===== src/sudoku_pkg.sv =====
package sudoku_pkg;

    // board geometry
    localparam int BOARD_DIM  = 9;
    localparam int CELL_COUNT = 81;

    // 0 marks an empty cell
    typedef logic [3:0] digit_t;

    // row or column index, 0 to 8
    typedef logic [3:0] idx_t;

    typedef enum logic [2:0] {
        st_idle,
        st_wait_peer,
        st_generate,
        st_play,
        st_done
    } stage_e;

    // row-major cell number
    function automatic logic [6:0] cell_index(
        input idx_t row,
        input idx_t col
    );
        logic [6:0] base;
        base = {3'b000, row} * 7'd9;
        cell_index = base + {3'b000, col};
    endfunction

    // 3x3 box number, boxes numbered row-major
    function automatic logic [3:0] box_of(
        input idx_t row,
        input idx_t col
    );
        logic [3:0] band;
        logic [3:0] stack;
        band   = row / 4'd3;
        stack  = col / 4'd3;
        box_of = band * 4'd3 + stack;
    endfunction

endpackage


===== src/cell_write_if.sv =====
`timescale 1ns/10ps

interface cell_write_if;

    logic               valid;
    logic               ready;
    sudoku_pkg::idx_t   row;
    sudoku_pkg::idx_t   col;
    sudoku_pkg::digit_t digit;
    // set for a fixed puzzle cell
    logic               given;

    modport src (
        output valid,
        output row,
        output col,
        output digit,
        output given,
        input  ready
    );

    modport dst (
        input  valid,
        input  row,
        input  col,
        input  digit,
        input  given,
        output ready
    );

endinterface


===== src/lfsr.sv =====
`timescale 1ns/10ps

module lfsr #(
    parameter logic [15:0] LFSR_SEED = 16'hace1
) (
    input  logic        clk,
    input  logic        rst,
    output logic [15:0] random
);

    logic [15:0] state;
    logic        feedback;

    // taps 16, 14, 13, 11
    assign feedback = state[15] ^ state[13] ^ state[12] ^ state[10];

    always_ff @(posedge clk) begin
        if (rst) begin
            state <= LFSR_SEED;
        end else begin
            state <= {state[14:0], feedback};
        end
    end

    assign random = state;

endmodule


===== src/puzzle_generator.sv =====
`timescale 1ns/10ps

module puzzle_generator (
    input  logic        clk,
    input  logic        rst,
    input  logic        gen_start,
    input  logic [15:0] random,
    output logic        gen_done,
    cell_write_if.src   gen_wr
);

    logic             active;
    logic             blank;
    logic [3:0]       offset;
    sudoku_pkg::idx_t row;
    sudoku_pkg::idx_t col;
    logic [3:0]       band;
    logic [5:0]       pattern_sum;
    logic [3:0]       solution;
    logic             fire;
    logic             last_cell;

    // row/3, taken from the box map with the row on the column side
    assign band = sudoku_pkg::box_of(4'd0, row);

    // shifted pattern, every row, column and box holds 1..9 once
    assign pattern_sum = 6'(row) * 6'd3 + 6'(band) + 6'(col) + 6'(offset);
    assign solution    = 4'(pattern_sum % 6'd9) + 4'd1;

    assign gen_wr.valid = active;
    assign gen_wr.row   = row;
    assign gen_wr.col   = col;
    assign gen_wr.digit = blank ? 4'd0 : solution;
    assign gen_wr.given = !blank;

    assign fire      = gen_wr.valid && gen_wr.ready;
    assign last_cell = sudoku_pkg::cell_index(row, col) == 7'(sudoku_pkg::CELL_COUNT - 1);

    always_ff @(posedge clk) begin
        if (rst) begin
            active   <= 1'b0;
            gen_done <= 1'b0;
            row      <= '0;
            col      <= '0;
        end else begin
            gen_done <= 1'b0;
            if (gen_start) begin
                active <= 1'b1;
                row    <= '0;
                col    <= '0;
                offset <= 4'(random % 16'd9);
                blank  <= &random[1:0];
            end else if (fire) begin
                // fresh blank decision for the next cell
                blank <= &random[1:0];
                if (last_cell) begin
                    active   <= 1'b0;
                    gen_done <= 1'b1;
                end else if (col == 4'd8) begin
                    col <= '0;
                    row <= row + 4'd1;
                end else begin
                    col <= col + 4'd1;
                end
            end
        end
    end

endmodule


===== src/board_keeper.sv =====
`timescale 1ns/10ps

module board_keeper (
    input  logic               clk,
    input  logic               rst,
    input  logic               playing,
    cell_write_if.dst          gen_wr,
    cell_write_if.dst          play_wr,
    input  sudoku_pkg::idx_t   rd_row,
    input  sudoku_pkg::idx_t   rd_col,
    output sudoku_pkg::digit_t rd_digit,
    output logic               rd_given,
    output logic               solved
);

    sudoku_pkg::digit_t                board [sudoku_pkg::CELL_COUNT];
    logic [sudoku_pkg::CELL_COUNT-1:0] given_mask;

    logic               scanning;
    logic               scan_done;
    logic               scan_err;
    sudoku_pkg::idx_t   scan_row;
    sudoku_pkg::idx_t   scan_col;
    logic [8:0]         row_seen [sudoku_pkg::BOARD_DIM];
    logic [8:0]         col_seen [sudoku_pkg::BOARD_DIM];
    logic [8:0]         box_seen [sudoku_pkg::BOARD_DIM];

    sudoku_pkg::digit_t cur_digit;
    logic [3:0]         cur_box;
    logic [8:0]         cur_bit;
    logic               cur_bad;
    logic               gen_fire;
    logic               play_fire;
    logic [6:0]         gen_idx;
    logic [6:0]         play_idx;

    // ~~~~~~~~~~~~~~~~~~~~~~~~~~~~~~~~~~~~~~~~~~~~~~~~~~~~~~~~~~~
    // write ports
    // ~~~~~~~~~~~~~~~~~~~~~~~~~~~~~~~~~~~~~~~~~~~~~~~~~~~~~~~~~~~
    assign gen_wr.ready  = !playing;
    assign play_wr.ready = playing && !scanning && !scan_done;

    assign gen_fire  = gen_wr.valid && gen_wr.ready;
    assign play_fire = play_wr.valid && play_wr.ready;
    assign gen_idx   = sudoku_pkg::cell_index(gen_wr.row, gen_wr.col);
    assign play_idx  = sudoku_pkg::cell_index(play_wr.row, play_wr.col);

    // ~~~~~~~~~~~~~~~~~~~~~~~~~~~~~~~~~~~~~~~~~~~~~~~~~~~~~~~~~~~
    // solution scan, one cell per cycle
    // ~~~~~~~~~~~~~~~~~~~~~~~~~~~~~~~~~~~~~~~~~~~~~~~~~~~~~~~~~~~
    assign cur_digit = board[sudoku_pkg::cell_index(scan_row, scan_col)];
    assign cur_box   = sudoku_pkg::box_of(scan_row, scan_col);
    // empty or out-of-range digits shift out to zero
    assign cur_bit   = 9'b1 << (cur_digit - 4'd1);
    assign cur_bad   = (cur_digit == 4'd0) || (cur_digit > 4'd9)
                     || |(row_seen[scan_row] & cur_bit)
                     || |(col_seen[scan_col] & cur_bit)
                     || |(box_seen[cur_box] & cur_bit);

    always_ff @(posedge clk) begin
        if (rst) begin
            for (int i = 0; i < sudoku_pkg::CELL_COUNT; i++) begin
                board[i] <= '0;
            end
            given_mask <= '0;
            scanning   <= 1'b0;
            scan_done  <= 1'b0;
            scan_err   <= 1'b0;
            scan_row   <= '0;
            scan_col   <= '0;
            solved     <= 1'b0;
        end else begin
            scan_done <= 1'b0;
            if (gen_fire) begin
                board[gen_idx]      <= gen_wr.digit;
                given_mask[gen_idx] <= gen_wr.given;
                solved              <= 1'b0;
            end
            if (play_fire) begin
                // fixed cells swallow the write
                if (!given_mask[play_idx]) begin
                    board[play_idx] <= play_wr.digit;
                end
                scanning <= 1'b1;
                scan_err <= 1'b0;
                scan_row <= '0;
                scan_col <= '0;
                for (int g = 0; g < sudoku_pkg::BOARD_DIM; g++) begin
                    row_seen[g] <= '0;
                    col_seen[g] <= '0;
                    box_seen[g] <= '0;
                end
            end
            if (scanning) begin
                if (cur_bad) begin
                    scan_err <= 1'b1;
                end
                row_seen[scan_row] <= row_seen[scan_row] | cur_bit;
                col_seen[scan_col] <= col_seen[scan_col] | cur_bit;
                box_seen[cur_box]  <= box_seen[cur_box] | cur_bit;
                if (scan_col == 4'd8) begin
                    scan_col <= '0;
                    if (scan_row == 4'd8) begin
                        scanning  <= 1'b0;
                        scan_done <= 1'b1;
                    end else begin
                        scan_row <= scan_row + 4'd1;
                    end
                end else begin
                    scan_col <= scan_col + 4'd1;
                end
            end
            if (scan_done) begin
                solved <= !scan_err;
            end
        end
    end

    // readback for the display side
    assign rd_digit = board[sudoku_pkg::cell_index(rd_row, rd_col)];
    assign rd_given = given_mask[sudoku_pkg::cell_index(rd_row, rd_col)];

endmodule


===== src/game_stage.sv =====
`timescale 1ns/10ps

module game_stage (
    input  logic               clk,
    input  logic               rst,
    input  logic               connect_req,
    input  logic               start_req,
    input  logic               return_req,
    input  logic               peer_connect,
    input  logic               peer_start,
    input  logic               peer_finish,
    input  logic               solved,
    input  logic               gen_done,
    output logic               gen_start,
    output logic               playing,
    output logic               send_connect,
    output logic               send_start,
    output logic               send_finish,
    output logic               is_slave,
    output logic               won,
    output sudoku_pkg::stage_e stage
);

    always_ff @(posedge clk) begin
        if (rst) begin
            stage        <= sudoku_pkg::st_idle;
            gen_start    <= 1'b0;
            send_connect <= 1'b0;
            send_start   <= 1'b0;
            send_finish  <= 1'b0;
            is_slave     <= 1'b0;
            won          <= 1'b0;
        end else begin
            gen_start <= 1'b0;
            case (stage)
                sudoku_pkg::st_idle: begin
                    if (connect_req) begin
                        send_connect <= 1'b1;
                        stage        <= sudoku_pkg::st_wait_peer;
                    end
                end
                sudoku_pkg::st_wait_peer: begin
                    // local start makes this board the master
                    if (peer_connect && start_req) begin
                        send_start <= 1'b1;
                        is_slave   <= 1'b0;
                        gen_start  <= 1'b1;
                        stage      <= sudoku_pkg::st_generate;
                    end else if (peer_connect && peer_start) begin
                        is_slave  <= 1'b1;
                        gen_start <= 1'b1;
                        stage     <= sudoku_pkg::st_generate;
                    end
                end
                sudoku_pkg::st_generate: begin
                    if (gen_done) begin
                        stage <= sudoku_pkg::st_play;
                    end
                end
                sudoku_pkg::st_play: begin
                    if (solved) begin
                        send_finish <= 1'b1;
                        won         <= 1'b1;
                        stage       <= sudoku_pkg::st_done;
                    end else if (peer_finish) begin
                        won   <= 1'b0;
                        stage <= sudoku_pkg::st_done;
                    end
                end
                sudoku_pkg::st_done: begin
                    if (return_req) begin
                        send_connect <= 1'b0;
                        send_start   <= 1'b0;
                        send_finish  <= 1'b0;
                        won          <= 1'b0;
                        stage        <= sudoku_pkg::st_idle;
                    end
                end
                default: stage <= sudoku_pkg::st_idle;
            endcase
        end
    end

    assign playing = (stage == sudoku_pkg::st_play);

endmodule


===== src/play_timer.sv =====
`timescale 1ns/10ps

module play_timer #(
    parameter int TICK_CYCLES = 4
) (
    input  logic        clk,
    input  logic        rst,
    input  logic        gen_start,
    input  logic        playing,
    output logic [15:0] time_spent
);

    // one extra bit so TICK_CYCLES of 1 still gets a counter
    localparam int TICK_W = $clog2(TICK_CYCLES + 1);

    logic [TICK_W-1:0] tick_cnt;
    logic              tick;

    assign tick = (tick_cnt == TICK_W'(TICK_CYCLES - 1));

    always_ff @(posedge clk) begin
        if (rst || gen_start) begin
            tick_cnt   <= '0;
            time_spent <= '0;
        end else if (playing) begin
            if (tick) begin
                tick_cnt <= '0;
                // saturate at full scale
                if (time_spent != 16'hffff) begin
                    time_spent <= time_spent + 16'd1;
                end
            end else begin
                tick_cnt <= tick_cnt + TICK_W'(1);
            end
        end
    end

endmodule


===== src/sudoku_top.sv =====
`timescale 1ns/10ps

module sudoku_top #(
    parameter int          TICK_CYCLES = 100_000_000,
    parameter logic [15:0] LFSR_SEED   = 16'hace1
) (
    input  logic               clk,
    input  logic               rst,
    input  logic               connect_req,
    input  logic               start_req,
    input  logic               return_req,
    input  logic               peer_connect,
    input  logic               peer_start,
    input  logic               peer_finish,
    input  logic               entry_valid,
    input  sudoku_pkg::idx_t   entry_row,
    input  sudoku_pkg::idx_t   entry_col,
    input  sudoku_pkg::digit_t entry_digit,
    input  sudoku_pkg::idx_t   rd_row,
    input  sudoku_pkg::idx_t   rd_col,
    output logic               entry_ready,
    output sudoku_pkg::digit_t rd_digit,
    output logic               rd_given,
    output logic               send_connect,
    output logic               send_start,
    output logic               send_finish,
    output logic               is_slave,
    output logic               won,
    output sudoku_pkg::stage_e stage,
    output logic [15:0]        time_spent
);

    logic [15:0] random;
    logic        gen_start;
    logic        gen_done;
    logic        solved;
    logic        playing;

    cell_write_if gen_wr_if ();
    cell_write_if play_wr_if ();

    // ~~~~~~~~~~~~~~~~~~~~~~~~~~~~~~~~~~~~~~~~~~~~~~~~~~~~~~~~~~~
    // player entry onto the write interface
    // ~~~~~~~~~~~~~~~~~~~~~~~~~~~~~~~~~~~~~~~~~~~~~~~~~~~~~~~~~~~
    assign play_wr_if.valid = entry_valid;
    assign play_wr_if.row   = entry_row;
    assign play_wr_if.col   = entry_col;
    assign play_wr_if.digit = entry_digit;
    assign play_wr_if.given = 1'b0;
    assign entry_ready      = play_wr_if.ready;

    lfsr #(
        .LFSR_SEED (LFSR_SEED)
    ) lfsr_inst (
        .clk    (clk),
        .rst    (rst),
        .random (random)
    );

    puzzle_generator puzzle_generator_inst (
        .clk       (clk),
        .rst       (rst),
        .gen_start (gen_start),
        .random    (random),
        .gen_done  (gen_done),
        .gen_wr    (gen_wr_if.src)
    );

    board_keeper board_keeper_inst (
        .clk      (clk),
        .rst      (rst),
        .playing  (playing),
        .gen_wr   (gen_wr_if.dst),
        .play_wr  (play_wr_if.dst),
        .rd_row   (rd_row),
        .rd_col   (rd_col),
        .rd_digit (rd_digit),
        .rd_given (rd_given),
        .solved   (solved)
    );

    game_stage game_stage_inst (
        .clk          (clk),
        .rst          (rst),
        .connect_req  (connect_req),
        .start_req    (start_req),
        .return_req   (return_req),
        .peer_connect (peer_connect),
        .peer_start   (peer_start),
        .peer_finish  (peer_finish),
        .solved       (solved),
        .gen_done     (gen_done),
        .gen_start    (gen_start),
        .playing      (playing),
        .send_connect (send_connect),
        .send_start   (send_start),
        .send_finish  (send_finish),
        .is_slave     (is_slave),
        .won          (won),
        .stage        (stage)
    );

    play_timer #(
        .TICK_CYCLES (TICK_CYCLES)
    ) play_timer_inst (
        .clk        (clk),
        .rst        (rst),
        .gen_start  (gen_start),
        .playing    (playing),
        .time_spent (time_spent)
    );

endmodule


===== config.mk =====
export PLATFORM = sky130hd
export DESIGN_NAME = sudoku_top
export DESIGN_NICKNAME = d
export VERILOG_FILES = /design/src/sudoku_pkg.sv /design/src/cell_write_if.sv /design/src/lfsr.sv /design/src/puzzle_generator.sv /design/src/board_keeper.sv /design/src/game_stage.sv /design/src/play_timer.sv /design/src/sudoku_top.sv
export SDC_FILE = /design/constraint.sdc
export NUM_CORES = 2
export LEC_CHECK = 0
export ABC_AREA = 1
export BUFFER_PORTS_ARGS = -buffer_cell sky130_fd_sc_hd__buf_2
export CAP_MARGIN = 20
export CORE_ASPECT_RATIO = 1.2
export CORE_MARGIN = 2
export CORE_UTILIZATION = 28
export DETAILED_ROUTE_END_ITERATION = 10
export PLACE_DENSITY_LB_ADDON = 0.05
export SYNTH_ARGS = -nofsm -noshare
export SYNTH_HDL_FRONTEND = slang
export SYNTH_SLANG_ARGS = --single-unit

===== constraint.sdc =====
create_clock -name clk -period 8.38 [get_ports clk]
set_clock_uncertainty 0.2 [all_clocks]
set_input_delay 0.419 -clock clk [delete_from_list [all_inputs] [get_ports clk]]
set_output_delay 0.419 -clock clk [all_outputs]
set_load 0.02 [all_outputs]

; ---- Word level (Yosys, flattened, before mapping)
; Memories as Yosys holds them, arrays and structs flattened. A register that Yosys moved wholly into a read port is not among the register bits.
; Cells that the tools add are included.
[classes]
n_bitwise = 15
shifts = 1
n_addsub = 16
order_cmp = 5
mul = 6
n_reduce_logical = 52
mux = 88
n_div = 5
eq_ne = 17
[ops]
columns = cell, count
row1 = $bwmux 81, 1
row2 = $mux 4, 17
row3 = $reduce_or 9->1, 6
row4 = $mux 1, 49
row5 = $add 7x4->7, 4
row6 = $mul 4x4->7 const B, 4
row7 = $add 27x1->27 const B, 1
row8 = $and 9x9->9, 3
row9 = $eq 27x27->1 const B, 1
row10 = $mux 27, 1
row11 = $mux 9, 3
row12 = $or 9x9->9, 3
row13 = $lt 7x8->1 const B, 3
row14 = $mux 3, 7
row15 = $add 4x1->4 const B, 5
row16 = $add 6x4->6, 3
row17 = $reduce_and 3->1, 6
row18 = $add 16x1->16 const B, 1
row19 = $mod 16x4->16 const B, 1
row20 = $ne 16x16->1 const B, 1
row21 = $reduce_bool 2->1, 8
row22 = $pmux 3 s5, 1
row23 = $bmux 1 s7, 2
row24 = $mux 7, 2
row25 = 32 further kinds, 72
[totals]
reg_bits = 176
out_inout_bits = 30
in_bits = 29
memories = 4
mem_bits_rw = 567
[memory_table]
columns = name, depth, width, read_ports, rd_clocked_by_memory_dff, write_ports, line
row1 = board_keeper_inst.board, 81, 4, 2, 0, 81, board_keeper.sv:16  ; sudoku_pkg::digit_t board [sudoku_pkg::CELL_COUNT];
row2 = board_keeper_inst.box_seen, 9, 9, 1, 0, 9, board_keeper.sv:26  ; logic [8:0] box_seen [sudoku_pkg::BOARD_DIM];
row3 = board_keeper_inst.col_seen, 9, 9, 1, 1, 9, board_keeper.sv:25  ; logic [8:0] col_seen [sudoku_pkg::BOARD_DIM];
row4 = board_keeper_inst.row_seen, 9, 9, 1, 1, 9, board_keeper.sv:24  ; logic [8:0] row_seen [sudoku_pkg::BOARD_DIM];

; ---- Logic depth before layout (Yosys ltp)
; An unclocked memory read counts as a cell.
[logic_depth]
depth_word = 12
ltp_mapped = 72
mapped_depth_nobuf = 72

; ---- Hierarchy
; From an unflattened synthesis, not the netlist that was laid out.
[unflattened]
cells_unflattened = 7114
area_unflattened_um2 = 60898.4
[modules_own_cells]
columns = mod, seq_area_each_um2, cells_each, area_per_inst_um2, n_inst
row1 = board_keeper, 30289.0, 6049, 53767.8, 1
row2 = puzzle_generator, 350.3, 530, 3545.9, 1
row3 = play_timer, 860.8, 404, 2612.5, 1
row4 = lfsr, 320.3, 59, 503.0, 1
row5 = game_stage, 180.2, 71, 465.4, 1
row6 = sudoku_top, 0.0, 1, 3.8, 1

; ---- Least setup slack after synthesis
; No wires, ideal clock.
[synth_path]
kind = reg-to-reg
from = register puzzle_generator_inst.row[1] (netlist: puzzle_generator_inst.gen_wr.row[1])
to = memory board_keeper_inst.board[0][1] in the netlist's numbering (data pin)
period_less_slack_ps = 8569
arrival_time_ps = 8103
path_slack_ps = -189
path_stages_with_launch = 40
required_time_ps = 7914
setup_ps = 266
path_cell_list = dfxtp_1 > inv_1 > ha_1 > o21ai_0 > xor2_1 > inv_1 > ha_1 > inv_1 > o41ai_1 > inv_1 > ha_1 > inv_1 > fa_1 > fa_1 > inv_1 > ha_1 > fa_1 > xor2_1 > [4 not listed] > nand2_1 > xor2_1 > inv_1 > a31oi_1 > nand2_1 > a21oi_1 > xor2_1 > ha_1 > nor3b_1 > o21ai_0 > xor2_1 > inv_1 > ha_1 > nand2_1 > o21ai_0 > inv_2 > clkbuf_1 > nor2_1
[synth_rtl]
columns = item, line
row1 = "start, declared", puzzle_generator.sv:15  ; sudoku_pkg::idx_t row;
row2 = "start signal, assigned", puzzle_generator.sv:61  ; row <= row + 4'd1;
row3 = "end, declared", board_keeper.sv:16

==> impl_results.md <==
- Cell area power density: 321 nW/um^2
- First-pass DRT Iterations: 6
- Buf/Inv on CP: 10
- Hold crit path type: in2reg
- Area contributors post-synth: edfxtp_1 (49%), o21ai_0 (7.7%), nor2_1 (7.4%)
- Clk sinks: 1124
- Routed wire per std cell: 23.5 um
- Req. time, crit path: 8.74 ns
- Syn. warnings: 0
- Unique masters post-synth: 63
- Worst slew pin tran: 1.21 ns
- Mapped Area: 58400 sq um
- Die ar.: 212000 sq um
- Initial antenna violation count: 6
- CTS Root Cell: clkbuf_16
- Total global routing overflow: 0
- Synthesized net count: 6686
- Synth Area in Simple Gates: 0.159
- Part of the cycle the worst path needs: 0.935
- DP HPWL: 147 mm
- Largest family of logic cells by synthesized area: compound AO/OA/AOI/OAI gates
- Status: finished, final reports clean
- Adder-Cell Fraction of Synth Area: 0.0250
- Antenna Nets Post-Route: 0
- Worst EP arrival: 8.19 ns
- Pwr Total: 0.0216 W
- Die Wd: 421 um
- IO Count: 59
- Clock slew at reported path FFs: 0.06 ns
- Post-synth top area share: 0.488
- Max incr delay on CP: 0.52 ns
- CP startpoint kind: flip-flop
- TritonCTS buffer count: 139
- Critical Path Most Common Cell: ha_1
- Final nets: 6678
- H-tree depth: 4
- Die height: 504 um
- Row cnt: 183
- CTS tree: done
- # setup viols final: 0
- Iter 0 DRT Violations: 3522
- Compound-Gate Fraction of Synth Area: 0.184
- EDFF count, synth: 949
- Register area share after synthesis: 0.548
- Worst-path maximum fanout: 7
- Peak supply drop: 0.000869 V
- Fraction of layout cells with a size suffix above 1: 0.0805
- Detailed-route via count: 47.8k
- Mean area per synthesized cell: 8.91 sq um
- Post-Syn Instances: 6550
- Pin count of the biggest net entering global routing: 172
- Number of remaining DRC errors: 0
- Post-Synth XOR/XNOR Area: 0.00808
- Most common cell after layout, fill and taps aside: nor2_1
- Slew Limit Fails: 0
- Finished Cell Area: 67200 sq um
- Core Area: 207000 sq um
- Leak: 24.2 nW
- Final Wtd Congestion: 0.815
- Fin. Hold Viols: 0
- Post-DP Area: 62300 sq um
- Crit path time final: 7.83 ns
- Largest delay contributor family on the critical path: adder cells
- Fraction of registers with async set/reset: 0
- Crit path kind: reg2reg
- First-pass GRT wire length: 325 mm
- Maximum root-to-sink buffer count: 3
- Commonest cells after routing, fill and taps aside: nor2_1 (1148), edfxtp_1 (949), o21ai_0 (900)
- Worst Setup End Kind: flip-flop
- Max-Slew Margin vs Limit: 0.192
- Highest Clock Rate: 128 MHz
- Starting density of the core: 0.282
- Via-per-instance ratio: 5.07
- Max stage delay cell, worst path: fa_1
- Dominant synthesized flop cell: edfxtp_1
- Hold Slack: 0.141 ns
- Final TNS setup: 0 ns
- I/O Buffers: 58
- Vias in the first global route: 47.3k
- Gr usage total: 0.205
- Final WL: 222 mm
- Max-cap violations: 0
- Largest area contributor in the netlist: edfxtp_1
- Seq cells post-synth: 1124
- Mux contribution to synthesized area: 0.00651
- Skew-Pair Late Insertion Delay: 0.81 ns
- Area grow syn2layout: 15.1%
[path summary, 6_finish.rpt]
| check | to | startpoint | slack [ns] | cells past startpoint |
|---|---|---|---|---|
| worst min register to register | board_keeper_inst.given_mask[20]$_SDFFE_PP0P_ | board_keeper_inst.given_mask[20]$_SDFFE_PP0P_ | 0.26 | 2 |
| worst max register to register | board_keeper_inst.board[51][1]$_SDFFCE_PN0P_ | puzzle_generator_inst.gen_wr.row[1]$_SDFFE_PP0P_ | 0.55 | 38 |
| worst min-delay path | game_stage_inst.stage[0]$_SDFFE_PP0P_ | peer_start | 0.14 | 5 |
| worst max-delay path | board_keeper_inst.board[51][1]$_SDFFCE_PN0P_ | puzzle_generator_inst.gen_wr.row[1]$_SDFFE_PP0P_ | 0.55 | 38 |
[kinds of logic after synthesis]
group,Yosys count
muxes,38
and+or+nand+nor,2246
buffers and inverters,1080
adders and majority gates,107
xor gates and xnor gates,53
AOI/OAI and AO/OA,1902
DFF,1124
[state kept, by name, summed over array words and instances, names as in the netlist, 16 cells and up, named ones only]
register,flops
board_keeper_inst.board,512
board_keeper_inst.box_seen,144
board_keeper_inst.col_seen,144
board_keeper_inst.given_mask,81
board_keeper_inst.row_seen,144
lfsr_inst.random,16
play_timer_inst.tick_cnt,27
play_timer_inst.time_spent,16
[worst reg2reg max path: cells and delay by family, from the launching register on]
kind	cells	cell delay (ns)
buffers and inverters	10	1.14
xor gates and xnor gates	5	0.83
AOI/OAI and AO/OA	5	0.82
and+or+nand+nor	7	0.84
adders and majority gates	11	3.37
DFF	1	0.36
[layer usage]
metal,part of all wire,vias up,GRT usage
met2,0.48,1127,0.346
met5,0.000059,-,0
met3,0.040,273,0.0256
met1,0.45,23600,0.276
met4,0.024,2,0.0537
li1,-,22800,-
[area by class of cell]
class / count / area [sq um]
diodes: 3 / 7.51
clock buffers: 178 / 3730
clock inverters: 78 / 858
fillers: 21700 / 140000
inverters: 699 / 2660
multi-input cells: 4346 / 22500
flip-flops and latches: 1124 / 32000
well taps: 2775 / 3470
repair buffers: 231 / 1950
repair inverters: 1 / 8.76
[per-stage QoR]
step	instances	worst slack, ns	utilization
after floorplan	6550	0.0924	-
after global placement	9148	0.0950	0.300
after detailed placement	9152	0.266	0.300
after CTS	9423	0.162	0.323
after global routing	9433	-0.0310	0.324
final	9435	0.546	0.324
[report_power, final]
part	internal, W	total, W	switching (W)
Sequential	0.00661	0.00669	0.0000779
Combinational	0.00259	0.00875	0.00615
Clock	0.00345	0.00614	0.00269
[cell usage after synthesis (30+ instances only)]
library cell and instances:
nand3_1 285, mux2i_1 38, o221ai_1 43, o21ai_0 904, nand4_1 34, nor2_1 1152
clkinv_1 34, dfxtp_1 175, edfxtp_1 949, clkbuf_1 351, nand2_1 653, a22oi_1 44
inv_1 647, nor3_1 32, buf_1 30, a31oi_1 36, o22ai_1 52, o211ai_1 179
a21oi_1 526, ha_1 91, xor2_1 38
[repair_timing]
| action | in CTS | in global routing |
|---|---|---|
| resized for setup | 0 | 25 |
| endpoints found under the hold margin | 23 | 0 |
| buffers inserted | 0 | 3 |
| hold buffers | 15 | 0 |
| setup endpoints to repair | 0 | 459 |
Note: power is estimated with default switching activity, not from simulation.
